File: config.mk
export PLATFORM = sky130hd
export DESIGN_NAME = analog_top
export DESIGN_NICKNAME = d
export VERILOG_FILES = /design/src/rp_pkg.sv /design/src/adc_frontend.sv /design/src/analog_top.sv /design/src/dac_backend.sv /design/src/dac_level_regs.sv /design/src/housekeeping_regs.sv /design/src/sys_bus_decoder.sv
export SDC_FILE = /design/constraint.sdc
export NUM_CORES = 1
export LEC_CHECK = 0
export ABC_AREA = 1
export BUFFER_PORTS_ARGS = -buffer_cell sky130_fd_sc_hd__buf_2
export CAP_MARGIN = 20
export CORE_AREA = 2 2 156 158
export CTS_BUF_LIST = sky130_fd_sc_hd__clkbuf_8
export DETAILED_ROUTE_END_ITERATION = 16
export DIE_AREA = 0 0 158 160
export PLACE_DENSITY = 0.6
export SETUP_SLACK_MARGIN = 0.3
export SYNTH_ARGS = -nofsm -noshare
export SYNTH_HDL_FRONTEND = slang
export SYNTH_SLANG_ARGS = --single-unit
File: constraint.sdc
create_clock -name adc_clk -period 3.99 [get_ports adc_clk]
set_input_delay 1.197 -clock adc_clk [delete_from_list [all_inputs] [get_ports adc_clk]]
set_output_delay 1.197 -clock adc_clk [all_outputs]
set_load 0.03 [all_outputs]
File: src/rp_pkg.sv
package rp_pkg;

  ////////////////////////////////////////////////////////////////////////////
  // widths and region map
  ////////////////////////////////////////////////////////////////////////////

  localparam int ADC_W     = 14;                         // adc/dac sample width
  localparam int SUM_W     = 15;                         // dac sum, one guard bit
  localparam int BUS_W     = 32;                         // bus data and address
  localparam int LED_W     = 8;
  localparam int N_REGIONS = 8;
  localparam int REGION_W  = 3;                          // addr bits 22:20
  localparam int OFS_W     = 20;                         // addr bits 19:0
  localparam int SPARE_W   = BUS_W - REGION_W - OFS_W;   // upper bits, ignored

  localparam logic [REGION_W-1:0] REG_HK    = 3'd0;  // housekeeping
  localparam logic [REGION_W-1:0] REG_LEVEL = 3'd1;  // dc level / follow

  localparam logic [BUS_W-1:0] HK_ID = 32'h5250_0A11;

  // region 0 offsets
  localparam logic [OFS_W-1:0] OFS_ID    = 20'h0;
  localparam logic [OFS_W-1:0] OFS_LOOP  = 20'h4;
  localparam logic [OFS_W-1:0] OFS_LED   = 20'h8;
  localparam logic [OFS_W-1:0] OFS_ADC_A = 20'hC;
  localparam logic [OFS_W-1:0] OFS_ADC_B = 20'h10;
  // region 1 offsets
  localparam logic [OFS_W-1:0] OFS_LVL_A  = 20'h0;
  localparam logic [OFS_W-1:0] OFS_LVL_B  = 20'h4;
  localparam logic [OFS_W-1:0] OFS_FOLLOW = 20'h8;

  ////////////////////////////////////////////////////////////////////////////
  // bus types
  ////////////////////////////////////////////////////////////////////////////

  typedef struct packed {
    logic [SPARE_W-1:0]  spare;   // 31:23
    logic [REGION_W-1:0] region;  // 22:20, picks the block
    logic [OFS_W-1:0]    offset;  // 19:0, register within block
  } sys_addr_f_t;

  // same address word, raw or split
  typedef union packed {
    logic [BUS_W-1:0] raw;
    sys_addr_f_t      f;
  } sys_addr_u;

  typedef struct packed {
    sys_addr_u        addr;   // held until ack
    logic [BUS_W-1:0] wdata;
    logic             wen;    // one cycle pulse
    logic             ren;    // one cycle pulse
  } sys_req_t;

  typedef struct packed {
    logic [BUS_W-1:0] rdata;  // valid with ack
    logic             err;
    logic             ack;
  } sys_rsp_t;

  typedef struct packed {
    logic signed [ADC_W-1:0] a;  // channel 1
    logic signed [ADC_W-1:0] b;  // channel 2
  } sample_pair_t;

  // negative-slope offset binary <-> two's complement, same in both directions
  function automatic logic [ADC_W-1:0] flip_ob(input logic [ADC_W-1:0] v);
    return {v[ADC_W-1], ~v[ADC_W-2:0]};
  endfunction

endpackage

File: src/adc_frontend.sv
`timescale 1ns/1ps

module adc_frontend (
  input  logic                     adc_clk,
  input  logic [rp_pkg::ADC_W-1:0] adc_dat_a_i,
  input  logic [rp_pkg::ADC_W-1:0] adc_dat_b_i,
  input  logic                     digital_loop_i,
  input  rp_pkg::sample_pair_t     dac_loop_i,
  output rp_pkg::sample_pair_t     adc_o
);

  import rp_pkg::*;

  // raw offset binary, straight off the pins
  logic [ADC_W-1:0] raw_a_q;
  logic [ADC_W-1:0] raw_b_q;

  ////////////////////////////////////////////////////////////////////////////
  // input register, ideally packed into the io blocks
  ////////////////////////////////////////////////////////////////////////////

  always_ff @(posedge adc_clk)
  begin
    raw_a_q <= adc_dat_a_i;
    raw_b_q <= adc_dat_b_i;
  end

  // neg slope -> two's complement, or loop back the dac register
  always_comb
  begin
    if (digital_loop_i)
      adc_o = dac_loop_i;  // already registered, no comb loop
    else
    begin
      adc_o.a = flip_ob(raw_a_q);
      adc_o.b = flip_ob(raw_b_q);
    end
  end

endmodule

File: src/analog_top.sv
`timescale 1ns/1ps

module analog_top (
  input  logic                     adc_clk,
  input  logic                     rst_n_i,
  input  logic [rp_pkg::ADC_W-1:0] adc_dat_a_i,   // ch1 raw
  input  logic [rp_pkg::ADC_W-1:0] adc_dat_b_i,   // ch2 raw
  input  rp_pkg::sys_req_t         host_req_i,
  output rp_pkg::sys_rsp_t         host_rsp_o,
  output logic [rp_pkg::ADC_W-1:0] dac_dat_a_o,
  output logic [rp_pkg::ADC_W-1:0] dac_dat_b_o,
  output logic [rp_pkg::LED_W-1:0] led_o
);

  import rp_pkg::*;

  sys_req_t [N_REGIONS-1:0] region_req;  // only hk and level used
  sys_rsp_t                 hk_rsp;
  sys_rsp_t                 lvl_rsp;

  sample_pair_t adc;         // signed adc pair
  sample_pair_t dac_loop;    // registered dac pair
  sample_pair_t level;
  logic [1:0]   follow;
  logic         digital_loop;

  ////////////////////////////////////////////////////////////////////////////
  // system bus
  ////////////////////////////////////////////////////////////////////////////

  sys_bus_decoder i_dec (
    .host_req_i   (host_req_i),
    .host_rsp_o   (host_rsp_o),
    .region_req_o (region_req),
    .hk_rsp_i     (hk_rsp),
    .lvl_rsp_i    (lvl_rsp)
  );

  housekeeping_regs i_hk (
    .adc_clk        (adc_clk),
    .rst_n_i        (rst_n_i),
    .bus_req_i      (region_req[REG_HK]),
    .bus_rsp_o      (hk_rsp),
    .adc_i          (adc),           // readback
    .digital_loop_o (digital_loop),
    .led_o          (led_o)
  );

  dac_level_regs i_lvl (
    .adc_clk   (adc_clk),
    .rst_n_i   (rst_n_i),
    .bus_req_i (region_req[REG_LEVEL]),
    .bus_rsp_o (lvl_rsp),
    .level_o   (level),
    .follow_o  (follow)
  );

  ////////////////////////////////////////////////////////////////////////////
  // datapath, adc in -> dac out in 2 cycles
  ////////////////////////////////////////////////////////////////////////////

  adc_frontend i_adc (
    .adc_clk        (adc_clk),
    .adc_dat_a_i    (adc_dat_a_i),
    .adc_dat_b_i    (adc_dat_b_i),
    .digital_loop_i (digital_loop),
    .dac_loop_i     (dac_loop),
    .adc_o          (adc)
  );

  dac_backend i_dac (
    .adc_clk     (adc_clk),
    .rst_n_i     (rst_n_i),
    .adc_i       (adc),
    .level_i     (level),
    .follow_i    (follow),
    .dac_loop_o  (dac_loop),
    .dac_dat_a_o (dac_dat_a_o),
    .dac_dat_b_o (dac_dat_b_o)
  );

endmodule

File: src/dac_backend.sv
`timescale 1ns/1ps

module dac_backend (
  input  logic                     adc_clk,
  input  logic                     rst_n_i,
  input  rp_pkg::sample_pair_t     adc_i,
  input  rp_pkg::sample_pair_t     level_i,
  input  logic [1:0]               follow_i,
  output rp_pkg::sample_pair_t     dac_loop_o,
  output logic [rp_pkg::ADC_W-1:0] dac_dat_a_o,
  output logic [rp_pkg::ADC_W-1:0] dac_dat_b_o
);

  import rp_pkg::*;

  sample_pair_t dac_q;  // signed, also feeds the loopback

  // level + optional adc sample, clipped to 14 bit range
  function automatic logic [ADC_W-1:0] sat_sum(
    input logic [ADC_W-1:0] lvl,
    input logic [ADC_W-1:0] smp,
    input logic             en
  );
    logic [SUM_W-1:0] addend;
    logic [SUM_W-1:0] sum;
    logic [ADC_W-1:0] res;
    addend = en ? {smp[ADC_W-1], smp} : '0;  // follow off adds zero
    sum    = {lvl[ADC_W-1], lvl} + addend;
    if (sum[SUM_W-1] ^ sum[SUM_W-2])         // overflow, top bits disagree
      res = {sum[SUM_W-1], {(ADC_W-1){~sum[SUM_W-1]}}};
    else
      res = sum[ADC_W-1:0];
    return res;
  endfunction

  ////////////////////////////////////////////////////////////////////////////
  // output register
  ////////////////////////////////////////////////////////////////////////////

  always_ff @(posedge adc_clk or negedge rst_n_i)
  begin
    if (!rst_n_i)
      dac_q <= '0;  // mid scale, 0x1fff at the pins
    else
    begin
      dac_q.a <= sat_sum(level_i.a, adc_i.a, follow_i[0]);
      dac_q.b <= sat_sum(level_i.b, adc_i.b, follow_i[1]);
    end
  end

  assign dac_loop_o = dac_q;

  // back to neg slope offset binary for the converter
  assign dac_dat_a_o = flip_ob(dac_q.a);
  assign dac_dat_b_o = flip_ob(dac_q.b);

endmodule

File: src/dac_level_regs.sv
`timescale 1ns/1ps

module dac_level_regs (
  input  logic                 adc_clk,
  input  logic                 rst_n_i,
  input  rp_pkg::sys_req_t     bus_req_i,
  output rp_pkg::sys_rsp_t     bus_rsp_o,
  output rp_pkg::sample_pair_t level_o,
  output logic [1:0]           follow_o
);

  import rp_pkg::*;

  sample_pair_t     level_q;   // signed dc levels
  logic [1:0]       follow_q;  // bit0 ch a, bit1 ch b
  logic             ack_q;
  logic [BUS_W-1:0] rdata_q;
  logic [BUS_W-1:0] rd_mux;

  // control regs, write at strobe edge
  always_ff @(posedge adc_clk or negedge rst_n_i)
  begin
    if (!rst_n_i)
    begin
      level_q  <= '0;
      follow_q <= 2'b00;
      ack_q    <= 1'b0;
    end
    else
    begin
      ack_q <= bus_req_i.wen | bus_req_i.ren;
      if (bus_req_i.wen)
      begin
        case (bus_req_i.addr.f.offset)
          OFS_LVL_A:  level_q.a <= bus_req_i.wdata[ADC_W-1:0];  // low bits only
          OFS_LVL_B:  level_q.b <= bus_req_i.wdata[ADC_W-1:0];
          OFS_FOLLOW: follow_q  <= bus_req_i.wdata[1:0];
          default:    ;
        endcase
      end
    end
  end

  // readback, levels sign extended
  always_comb
  begin
    case (bus_req_i.addr.f.offset)
      OFS_LVL_A:  rd_mux = {{(BUS_W-ADC_W){level_q.a[ADC_W-1]}}, level_q.a};
      OFS_LVL_B:  rd_mux = {{(BUS_W-ADC_W){level_q.b[ADC_W-1]}}, level_q.b};
      OFS_FOLLOW: rd_mux = {{(BUS_W-2){1'b0}}, follow_q};
      default:    rd_mux = '0;
    endcase
  end

  always_ff @(posedge adc_clk)
  begin
    if (bus_req_i.ren)
      rdata_q <= rd_mux;
  end

  assign bus_rsp_o = '{rdata: rdata_q, err: 1'b0, ack: ack_q};
  assign level_o   = level_q;
  assign follow_o  = follow_q;

endmodule

File: src/housekeeping_regs.sv
`timescale 1ns/1ps

module housekeeping_regs (
  input  logic                     adc_clk,
  input  logic                     rst_n_i,
  input  rp_pkg::sys_req_t         bus_req_i,
  output rp_pkg::sys_rsp_t         bus_rsp_o,
  input  rp_pkg::sample_pair_t     adc_i,
  output logic                     digital_loop_o,
  output logic [rp_pkg::LED_W-1:0] led_o
);

  import rp_pkg::*;

  logic             loop_q;   // adc <- dac when set
  logic [LED_W-1:0] led_q;
  logic             ack_q;
  logic [BUS_W-1:0] rdata_q;
  logic [BUS_W-1:0] rd_mux;

  ////////////////////////////////////////////////////////////////////////////
  // write side
  ////////////////////////////////////////////////////////////////////////////

  always_ff @(posedge adc_clk or negedge rst_n_i)
  begin
    if (!rst_n_i)
    begin
      loop_q <= 1'b0;
      led_q  <= '0;
    end
    else if (bus_req_i.wen)
    begin
      case (bus_req_i.addr.f.offset)
        OFS_LOOP: loop_q <= bus_req_i.wdata[0];
        OFS_LED:  led_q  <= bus_req_i.wdata[LED_W-1:0];
        default:  ;                                     // id and adc are read only
      endcase
    end
  end

  ////////////////////////////////////////////////////////////////////////////
  // read side
  ////////////////////////////////////////////////////////////////////////////

  always_comb
  begin
    case (bus_req_i.addr.f.offset)
      OFS_ID:    rd_mux = HK_ID;
      OFS_LOOP:  rd_mux = {{(BUS_W-1){1'b0}}, loop_q};
      OFS_LED:   rd_mux = {{(BUS_W-LED_W){1'b0}}, led_q};
      OFS_ADC_A: rd_mux = {{(BUS_W-ADC_W){adc_i.a[ADC_W-1]}}, adc_i.a};  // sign ext
      OFS_ADC_B: rd_mux = {{(BUS_W-ADC_W){adc_i.b[ADC_W-1]}}, adc_i.b};
      default:   rd_mux = '0;                                            // holes read 0
    endcase
  end

  // ack one cycle after either strobe
  always_ff @(posedge adc_clk or negedge rst_n_i)
  begin
    if (!rst_n_i)
      ack_q <= 1'b0;
    else
      ack_q <= bus_req_i.wen | bus_req_i.ren;
  end

  always_ff @(posedge adc_clk)
  begin
    if (bus_req_i.ren)
      rdata_q <= rd_mux;  // adc value captured at the strobe edge
  end

  assign bus_rsp_o      = '{rdata: rdata_q, err: 1'b0, ack: ack_q};
  assign digital_loop_o = loop_q;
  assign led_o          = led_q;

endmodule

File: src/sys_bus_decoder.sv
`timescale 1ns/1ps

module sys_bus_decoder (
  input  rp_pkg::sys_req_t                         host_req_i,
  output rp_pkg::sys_rsp_t                         host_rsp_o,
  output rp_pkg::sys_req_t [rp_pkg::N_REGIONS-1:0] region_req_o,
  input  rp_pkg::sys_rsp_t                         hk_rsp_i,
  input  rp_pkg::sys_rsp_t                         lvl_rsp_i
);

  import rp_pkg::*;

  logic [N_REGIONS-1:0]     cs;     // one-hot region select
  sys_rsp_t [N_REGIONS-1:0] rsp;    // per region responses
  logic [N_REGIONS-1:0]     err_v;
  logic [N_REGIONS-1:0]     ack_v;

  ////////////////////////////////////////////////////////////////////////////
  // request side
  ////////////////////////////////////////////////////////////////////////////

  assign cs = N_REGIONS'(1) << host_req_i.addr.f.region;

  // every region sees addr/wdata, only the selected one gets a strobe
  always_comb
  begin
    for (int i = 0; i < N_REGIONS; i++)
    begin
      region_req_o[i]     = host_req_i;
      region_req_o[i].wen = host_req_i.wen & cs[i];
      region_req_o[i].ren = host_req_i.ren & cs[i];
    end
  end

  ////////////////////////////////////////////////////////////////////////////
  // response side
  ////////////////////////////////////////////////////////////////////////////

  always_comb
  begin
    for (int i = 0; i < N_REGIONS; i++)
      rsp[i] = '{rdata: '0, err: 1'b0, ack: 1'b1};  // empty regions, ack held high
    rsp[REG_HK]    = hk_rsp_i;
    rsp[REG_LEVEL] = lvl_rsp_i;
  end

  always_comb
  begin
    for (int i = 0; i < N_REGIONS; i++)
    begin
      err_v[i] = rsp[i].err;
      ack_v[i] = rsp[i].ack;
    end
  end

  // rdata by index, err/ack gated by select
  assign host_rsp_o = '{
    rdata: rsp[host_req_i.addr.f.region].rdata,
    err:   |(cs & err_v),
    ack:   |(cs & ack_v)
  };

endmodule

==> results of run 1 <==
synthesized netlist by cell type (8+ instances only):
cell      instances  area (um^2)
nand2_1         251          942
inv_1           119          447
nor2_1           70          263
dfrtp_1          69         1730
o21ai_0          62          310
nand3_1          44          220
edfxtp_1         29          871
dfxtp_1          28          561
ha_1             28          350
a21oi_1          23          115
buf_4            21          158
xor2_1           14          123
a22o_1           13          114
clkbuf_1         13         48.8
nor3_1            8         40.0
o211ai_1          8         60.1
o21ai_2           8         70.1
or2_2             8         50.1
through the flow:
stage	worst slack, ns	cells
3_5_place_dp	0.470	1306
6_report	0.541	1340
3_3_place_gp	0.464	1306
2_1_floorplan	0.336	875
4_1_cts	0.445	1338
5_1_grt	0.371	1340
worst max-delay path, stage by stage:
cell	delay, ns
buf_2	0.12
nor2_1	0.13
nand2_2	0.06
inv_1	0.31
a22o_1	0.23
buf_2	0.20
layer usage:
metal / wire length, um / up-vias
li1: - / 3056
met5: 13 / -
met3: 1010 / 27
met2: 9450 / 148
met4: 592 / 2
met1: 9360 / 2775
logic make-up (layout without fill, tap and decap cells):
kind of cell	count (synthesis)	after routing	synth area share [%]
and+or+nand+nor	405	405	24.8
xor gates and xnor gates	18	18	2.27
muxes	1	1	0.144
DFF	126	126	45.5
other	1	1	0.0540
buffers and inverters	163	304	10.3
AOI/OAI and AO/OA	131	131	11.4
adders and majority gates	30	30	5.62
power by group through the flow:
| stage | Sequential (mW) | Combinational, mW | Clock, mW |
|---|---|---|---|
| floorplan | 1.36 | 0.0858 | 0 |
| global placement | 1.36 | 0.168 | 0 |
| detailed placement | 1.36 | 0.169 | 0 |
| CTS | 1.33 | 0.170 | 1.11 |
| global route | 1.34 | 0.185 | 1.17 |
| finish | 1.33 | 0.167 | 1.08 |
path summary, 6_finish.rpt:
check / end / start
hold / removal: i_hk.led_o[0] / i_hk.led_o[0]
setup reg to reg: i_dac.dac_loop_o[11] / i_hk.digital_loop_o
max in group asynchronous: i_dac.dac_dat_a_o[13] / rst_n_i
hold reg to reg: i_hk.led_o[0] / i_hk.led_o[0]
min in group asynchronous: i_dac.dac_loop_o[9] / rst_n_i
setup / recovery: host_rsp_o[3] / host_req_i[56]
timing repair:
item,in CTS,in global routing
resized for setup,0,2
buffers inserted,0,2
setup endpoints to repair,0,14
layout make-up:
cell class / count / area (um^2)
Inverter: 121 / 454
Timing Repair Buffer: 151 / 791
Tap cell: 324 / 405
Sequential cell: 126 / 3160
Fill cell: 2592 / 15500
Multi-Input combinational cell: 586 / 3100
Clock buffer: 17 / 234
Clock inverter: 15 / 144
sequential cells by signal (all words and copies together), names as in the netlist:
signal               cells
i_adc.raw_a_q           14
i_adc.raw_b_q           14
i_dac.dac_dat_a_o        1
i_dac.dac_dat_b_o        1
i_dac.dac_loop_o        26
i_hk.ack_q               1
i_hk.digital_loop_o      1
i_hk.led_o               8
i_hk.rdata_q            15
i_lvl.ack_q              1
i_lvl.follow_o           2
i_lvl.level_o           28
i_lvl.rdata_q           14
==> impl_metrics.py, run 1 <==
metrics = {
    "synthesis": {
        "syn-mean-instance-area_um2": 7.93,
        "synth-edff-count": 29,
        "yosysUniqueCellTypes": 41,
        "syn_nets": 1001,
        "ys.flop_type": "dfrtp_1",
        "ys_async_sr_fraction_pct": 54.8,
        "syn_area_mm2": 0.00694,
        "synth_cells": 875,
        "yosys_warnings": 0,
        "ys_seq_area_share_pct": 45.5,
        "synth_seq_cells": 126,
    },
    "detailed_routing": {
        "vias": 6008,
        "post_drt_wl_per_cell_um": 15.2,
        "firstDrtPassIters": 5,
        "drt-total-wl_mm": 20.4,
        "vias_per_cell": 4.48,
        "drt-initial-drc-count": 418,
        "ant_nets": 0,
        "drc": 0,
    },
    "setup_path": {
        "cp-start-kind": "primary input",
        "path_class": "in2out",
        "crit_arrival_ns": 2.25,
        "required_ns": 2.79,
        "end_kind": "primary output",
        "critPathMaxFanout": 13,
        "ff2ff_path_depth": 18,
        "reg2reg_slack_ns": 0.73,
    },
    "run": {
        "maxCapViolCount": 0,
    },
    "power": {
        "p_int_mw": 1.85,
        "p_leak_nw": 4.33,
        "pwr-share-seq_pct": 51.6,
        "power.total_mw": 2.58,
        "combPwrFrac_pct": 6.5,
        "irDropWorstVdd_uv": 218,
        "cellPowerDensity_mw_per_mm2": 312,
        "swShare_pct": 28.5,
        "pwr-share-clk_pct": 41.9,
        "p_sw_mw": 0.737,
    },
    "layout": {
        "area_delta_synth_final_pct": 19.3,
        "stdcell_area_mm2": 0.00828,
        "antennaDiodeCount": 0,
        "final_util_pct": 34.8,
        "final_cell_mix": "nand2_1 (250), buf_2 (137), inv_1 (119)",
        "nets": 1129,
        "layout_commonest_cell": "nand2_1",
        "drive_gt1_share_pct": 21.5,
    },
    "sta": {
        "clock_skew_ns": 0.0140,
        "clock.fmax_mhz": 290,
        "finalHoldViolations": 0,
        "setup_viol": 0,
        "timing.final.crit_share_pct": 86.4,
        "tns_ns": 0,
        "slew_viol_final": 0,
        "period_needed_ns": 3.45,
        "maxSlewHeadroom_pct": 48.7,
        "tightest_slew_ns": 0.769,
        "hold-worst-slack_ns": 0.528,
        "rsz0062_at_grt": "no",
    },
    "clocking": {
        "clkSinkCount": 126,
        "worstSkewPairLatency_ns": 0.46,
        "h-tree-depth": 4,
        "cts.path.max_buffers": 2,
        "hold_buffers": 0,
        "cts.clk_slew.worst_paths_ns": 0.09,
        "cts-root-buf": "clkbuf_8",
        "cts_buffers": 17,
        "cts_tree": "built",
    },
    "global_route": {
        "gr-max-usage-layer": "met2",
        "overflow": 0,
        "antenna_found_initial": 1,
        "grt_use_met3_pct": 4.21,
        "grt_use_met1_pct": 22.7,
        "grt_usage_pct": 16.9,
        "grt_pass1_vias": 5779,
        "grt_pass1_wl_mm": 32.0,
        "grt_max_degree": 42,
        "gr-usage-met2_pct": 26.5,
    },
    "floorplan": {
        "dieArea_mm2": 0.0253,
        "initial_utilization_pct": 29.1,
        "coreArea_mm2": 0.0238,
        "num_rows": 57,
        "die_w_um": 158,
        "die_h_um": 160,
        "io_pins": 166,
    },
    "outcome": {
        "status": "finished, final reports clean",
    },
    "placed_design": {
        "gp_congestion": 0.852,
        "place_area_mm2": 0.00788,
        "post-dp-hpwl_mm": 16.3,
        "port_buffers": 137,
    },
    "hold_path": {
        "hold_class": "reg2reg",
        "min_path_cells": 2,
    },
}
No activity file was read; power rests on OpenSTA's default activity.
==> run 2: changes to the inputs <==
--- a/config.mk
+++ b/config.mk
@@ -5,13 +5,12 @@
 export SDC_FILE = /design/constraint.sdc
 export NUM_CORES = 1
 export LEC_CHECK = 0
-export ABC_AREA = 1
 export BUFFER_PORTS_ARGS = -buffer_cell sky130_fd_sc_hd__buf_2
 export CAP_MARGIN = 20
-export CORE_AREA = 2 2 156 158
+export CORE_AREA = 2 2 154 156
 export CTS_BUF_LIST = sky130_fd_sc_hd__clkbuf_8
 export DETAILED_ROUTE_END_ITERATION = 16
-export DIE_AREA = 0 0 158 160
+export DIE_AREA = 0 0 156 158
 export PLACE_DENSITY = 0.6
 export SETUP_SLACK_MARGIN = 0.3
 export SYNTH_ARGS = -nofsm -noshare
==> impl_metrics.py, run 2 <==
metrics = {
    "sta": {
        "period_needed_ns": 3.59,
        "setup_viol": 0,
        "rsz0062_at_grt": "no",
        "clock_skew_ns": 0.00932,
        "timing.final.crit_share_pct": 90.0,
        "tns_ns": 0,
        "tightest_slew_ns": 0.834,
        "finalHoldViolations": 0,
        "hold-worst-slack_ns": 0.535,
        "clock.fmax_mhz": 279,
        "maxSlewHeadroom_pct": 44.4,
        "slew_viol_final": 0,
    },
    "clocking": {
        "cts.path.max_buffers": 2,
        "worstSkewPairLatency_ns": 0.46,
        "h-tree-depth": 4,
        "cts-root-buf": "clkbuf_8",
        "cts_tree": "built",
        "clkSinkCount": 126,
        "cts_buffers": 17,
        "post_cts_buffers": 0,
        "cts.clk_slew.worst_paths_ns": 0.08,
    },
    "detailed_routing": {
        "ant_nets": 0,
        "top_layer_used": "met5",
        "post_drt_wl_per_cell_um": 17.9,
        "met1Wirelength_mm": 9.05,
        "vias_per_cell": 5.09,
        "firstDrtPassIters": 6,
        "drt-initial-drc-count": 440,
        "wl_met3_mm": 1.11,
        "drt-total-wl_mm": 19.3,
        "wl_met2_mm": 8.94,
        "vias": 5499,
        "drc": 0,
    },
    "synthesis": {
        "syn_area_mm2": 0.00681,
        "ys_seq_area_share_pct": 46.4,
        "syn_nets": 778,
        "yosys-top-cells-count": "dfrtp_1 (69), nand2_1 (47), inv_1 (38), a21oi_1 (29), edfxtp_1 (29)",
        "ys.flop_type": "dfrtp_1",
        "synth_seq_cells": 126,
        "synth_cells": 652,
        "synth-edff-count": 29,
        "ys_async_sr_fraction_pct": 54.8,
        "yosysMostFrequentCell": "dfrtp_1",
        "synth_top_cell_area_share_pct": 25.4,
        "yosys_warnings": 0,
        "syn-mean-instance-area_um2": 10.4,
        "yosysUniqueCellTypes": 64,
        "synth_area_leaders": "dfrtp_1 (25%), edfxtp_1 (13%), dfxtp_1 (8.2%)",
        "synth_top_area_cell": "dfrtp_1",
    },
    "layout": {
        "nets": 903,
        "largest_reg_flops": 28,
        "antennaDiodeCount": 0,
        "final_cell_mix": "buf_2 (137), dfrtp_1 (69), nand2_1 (47)",
        "drive_gt1_share_pct": 28.7,
        "stdcell_count": 1080,
        "final_util_pct": 35.7,
        "area_delta_synth_final_pct": 20.7,
        "layout_commonest_cell": "buf_2",
        "stdcell_area_mm2": 0.00822,
    },
    "global_route": {
        "grt_pass1_vias": 5104,
        "grt_pass1_wl_mm": 29.1,
        "overflow": 0,
        "grt_usage_pct": 15.8,
        "grt_max_degree": 44,
        "antenna_found_initial": 1,
    },
    "placed_design": {
        "gp_congestion": 0.830,
        "dp.cells": 1046,
        "post-dp-hpwl_mm": 14.6,
        "place_area_mm2": 0.00773,
        "port_buffers": 137,
    },
    "setup_path": {
        "crit_arrival_ns": 2.39,
        "crit_buf_inv": 3,
        "end_kind": "primary output",
        "cp-start-kind": "primary input",
        "slowest_stage": "a22o_1",
        "crit_path_frequent_cell": "buf_2",
        "critPathMaxFanout": 18,
        "required_ns": 2.79,
        "path_cells": "buf_2, nor2_1, and2_1, buf_4, a22o_1, buf_2",
        "crit_family": "buffers and inverters",
        "slowest_delay_ns": 0.28,
        "path_class": "in2out",
    },
    "power": {
        "p_leak_nw": 4.16,
        "cellPowerDensity_mw_per_mm2": 337,
        "irDropWorstVdd_uv": 213,
    },
    "floorplan": {
        "io_pins": 166,
        "dieArea_mm2": 0.0246,
        "die_h_um": 158,
        "die_w_um": 156,
        "num_rows": 56,
        "initial_utilization_pct": 29.5,
        "coreArea_mm2": 0.0231,
    },
    "hold_path": {
        "hold_class": "reg2reg",
    },
    "outcome": {
        "status": "finished, final reports clean",
    },
    "run": {
        "maxCapViolCount": 0,
    },
}
-- run 2: cell count changes after synthesis, moves of 15 or more --
cell | before | now
nand2_1 | 251 | 47
inv_1 | 119 | 38
nor2_1 | 70 | 23
o21ai_0 | 62 | 27
nand3_1 | 44 | 14
mux2_2 | 0 | 27
a21o_1 | 0 | 23
and3_1 | 2 | 22
and2_1 | 2 | 20
mux2i_1 | 1 | 19
a22o_1 | 13 | 28
-- run 2: where the power goes --
part / internal (mW) / switching, mW
logic: 0.0682 / 0.115
clock network: 0.707 / 0.537
registers: 1.33 / 0.00755
-- run 2: worst paths after layout --
check	from	end	slack, ns	cells past startpoint
worst max-delay path	host_req_i[56]	host_rsp_o[9]	0.40	6
worst min-delay path	i_hk.led_o[5]	i_hk.led_o[5]	0.53	1
worst max register to register	i_hk.digital_loop_o	i_dac.dac_loop_o[23]	0.62	12
worst min register to register	i_hk.led_o[5]	i_hk.led_o[5]	0.53	1
max in group asynchronous	rst_n_i	i_dac.dac_loop_o[22]	2.72	3
min in group asynchronous	rst_n_i	i_hk.led_o[0]	0.58	1
-- run 2: layout make-up --
cell class              instances  area (um^2)
clock buffers                  19          262
well taps                     290          363
clock inverters                13          173
repair buffers                154          851
inverters                      39          146
flip-flops and latches        126         3160
multi-input cells             439         3270
fillers                      2322        14800
-- run 2: routing by layer --
metal | global-route usage, % | vias up
li1 | - | 2632
met1 | 21.8 | 2667
met2 | 25.3 | 181
met3 | 3.48 | 17
met4 | 4.06 | 2
met5 | 0 | -
-- run 2: cells by family after synthesis --
group | Yosys count | synth area share, %
other | 1 | 0.0551
flip-flops | 126 | 46.4
AO/OA/AOI/OAI | 172 | 18.0
buffers and inverters | 87 | 6.29
adder cells (fa/ha/maj) | 30 | 5.73
AND/OR/NAND/NOR | 164 | 12.5
XOR/XNOR | 15 | 1.93
multiplexers | 57 | 9.13
-- run 2: timing repair --
action	in CTS	in global routing
hold endpoints to repair	0	0
hold buffers	0	0
endpoints found under the setup margin	0	21
resized for setup	0	6
-- run 2: stage by stage --
step | setup slack [ns] | total power [mW]
finish | 0.401 | 2.77
floorplan | 0.382 | 1.46
detailed placement | 0.398 | 1.55
CTS | 0.367 | 2.81
global route | 0.301 | 2.87
global placement | 0.444 | 1.55
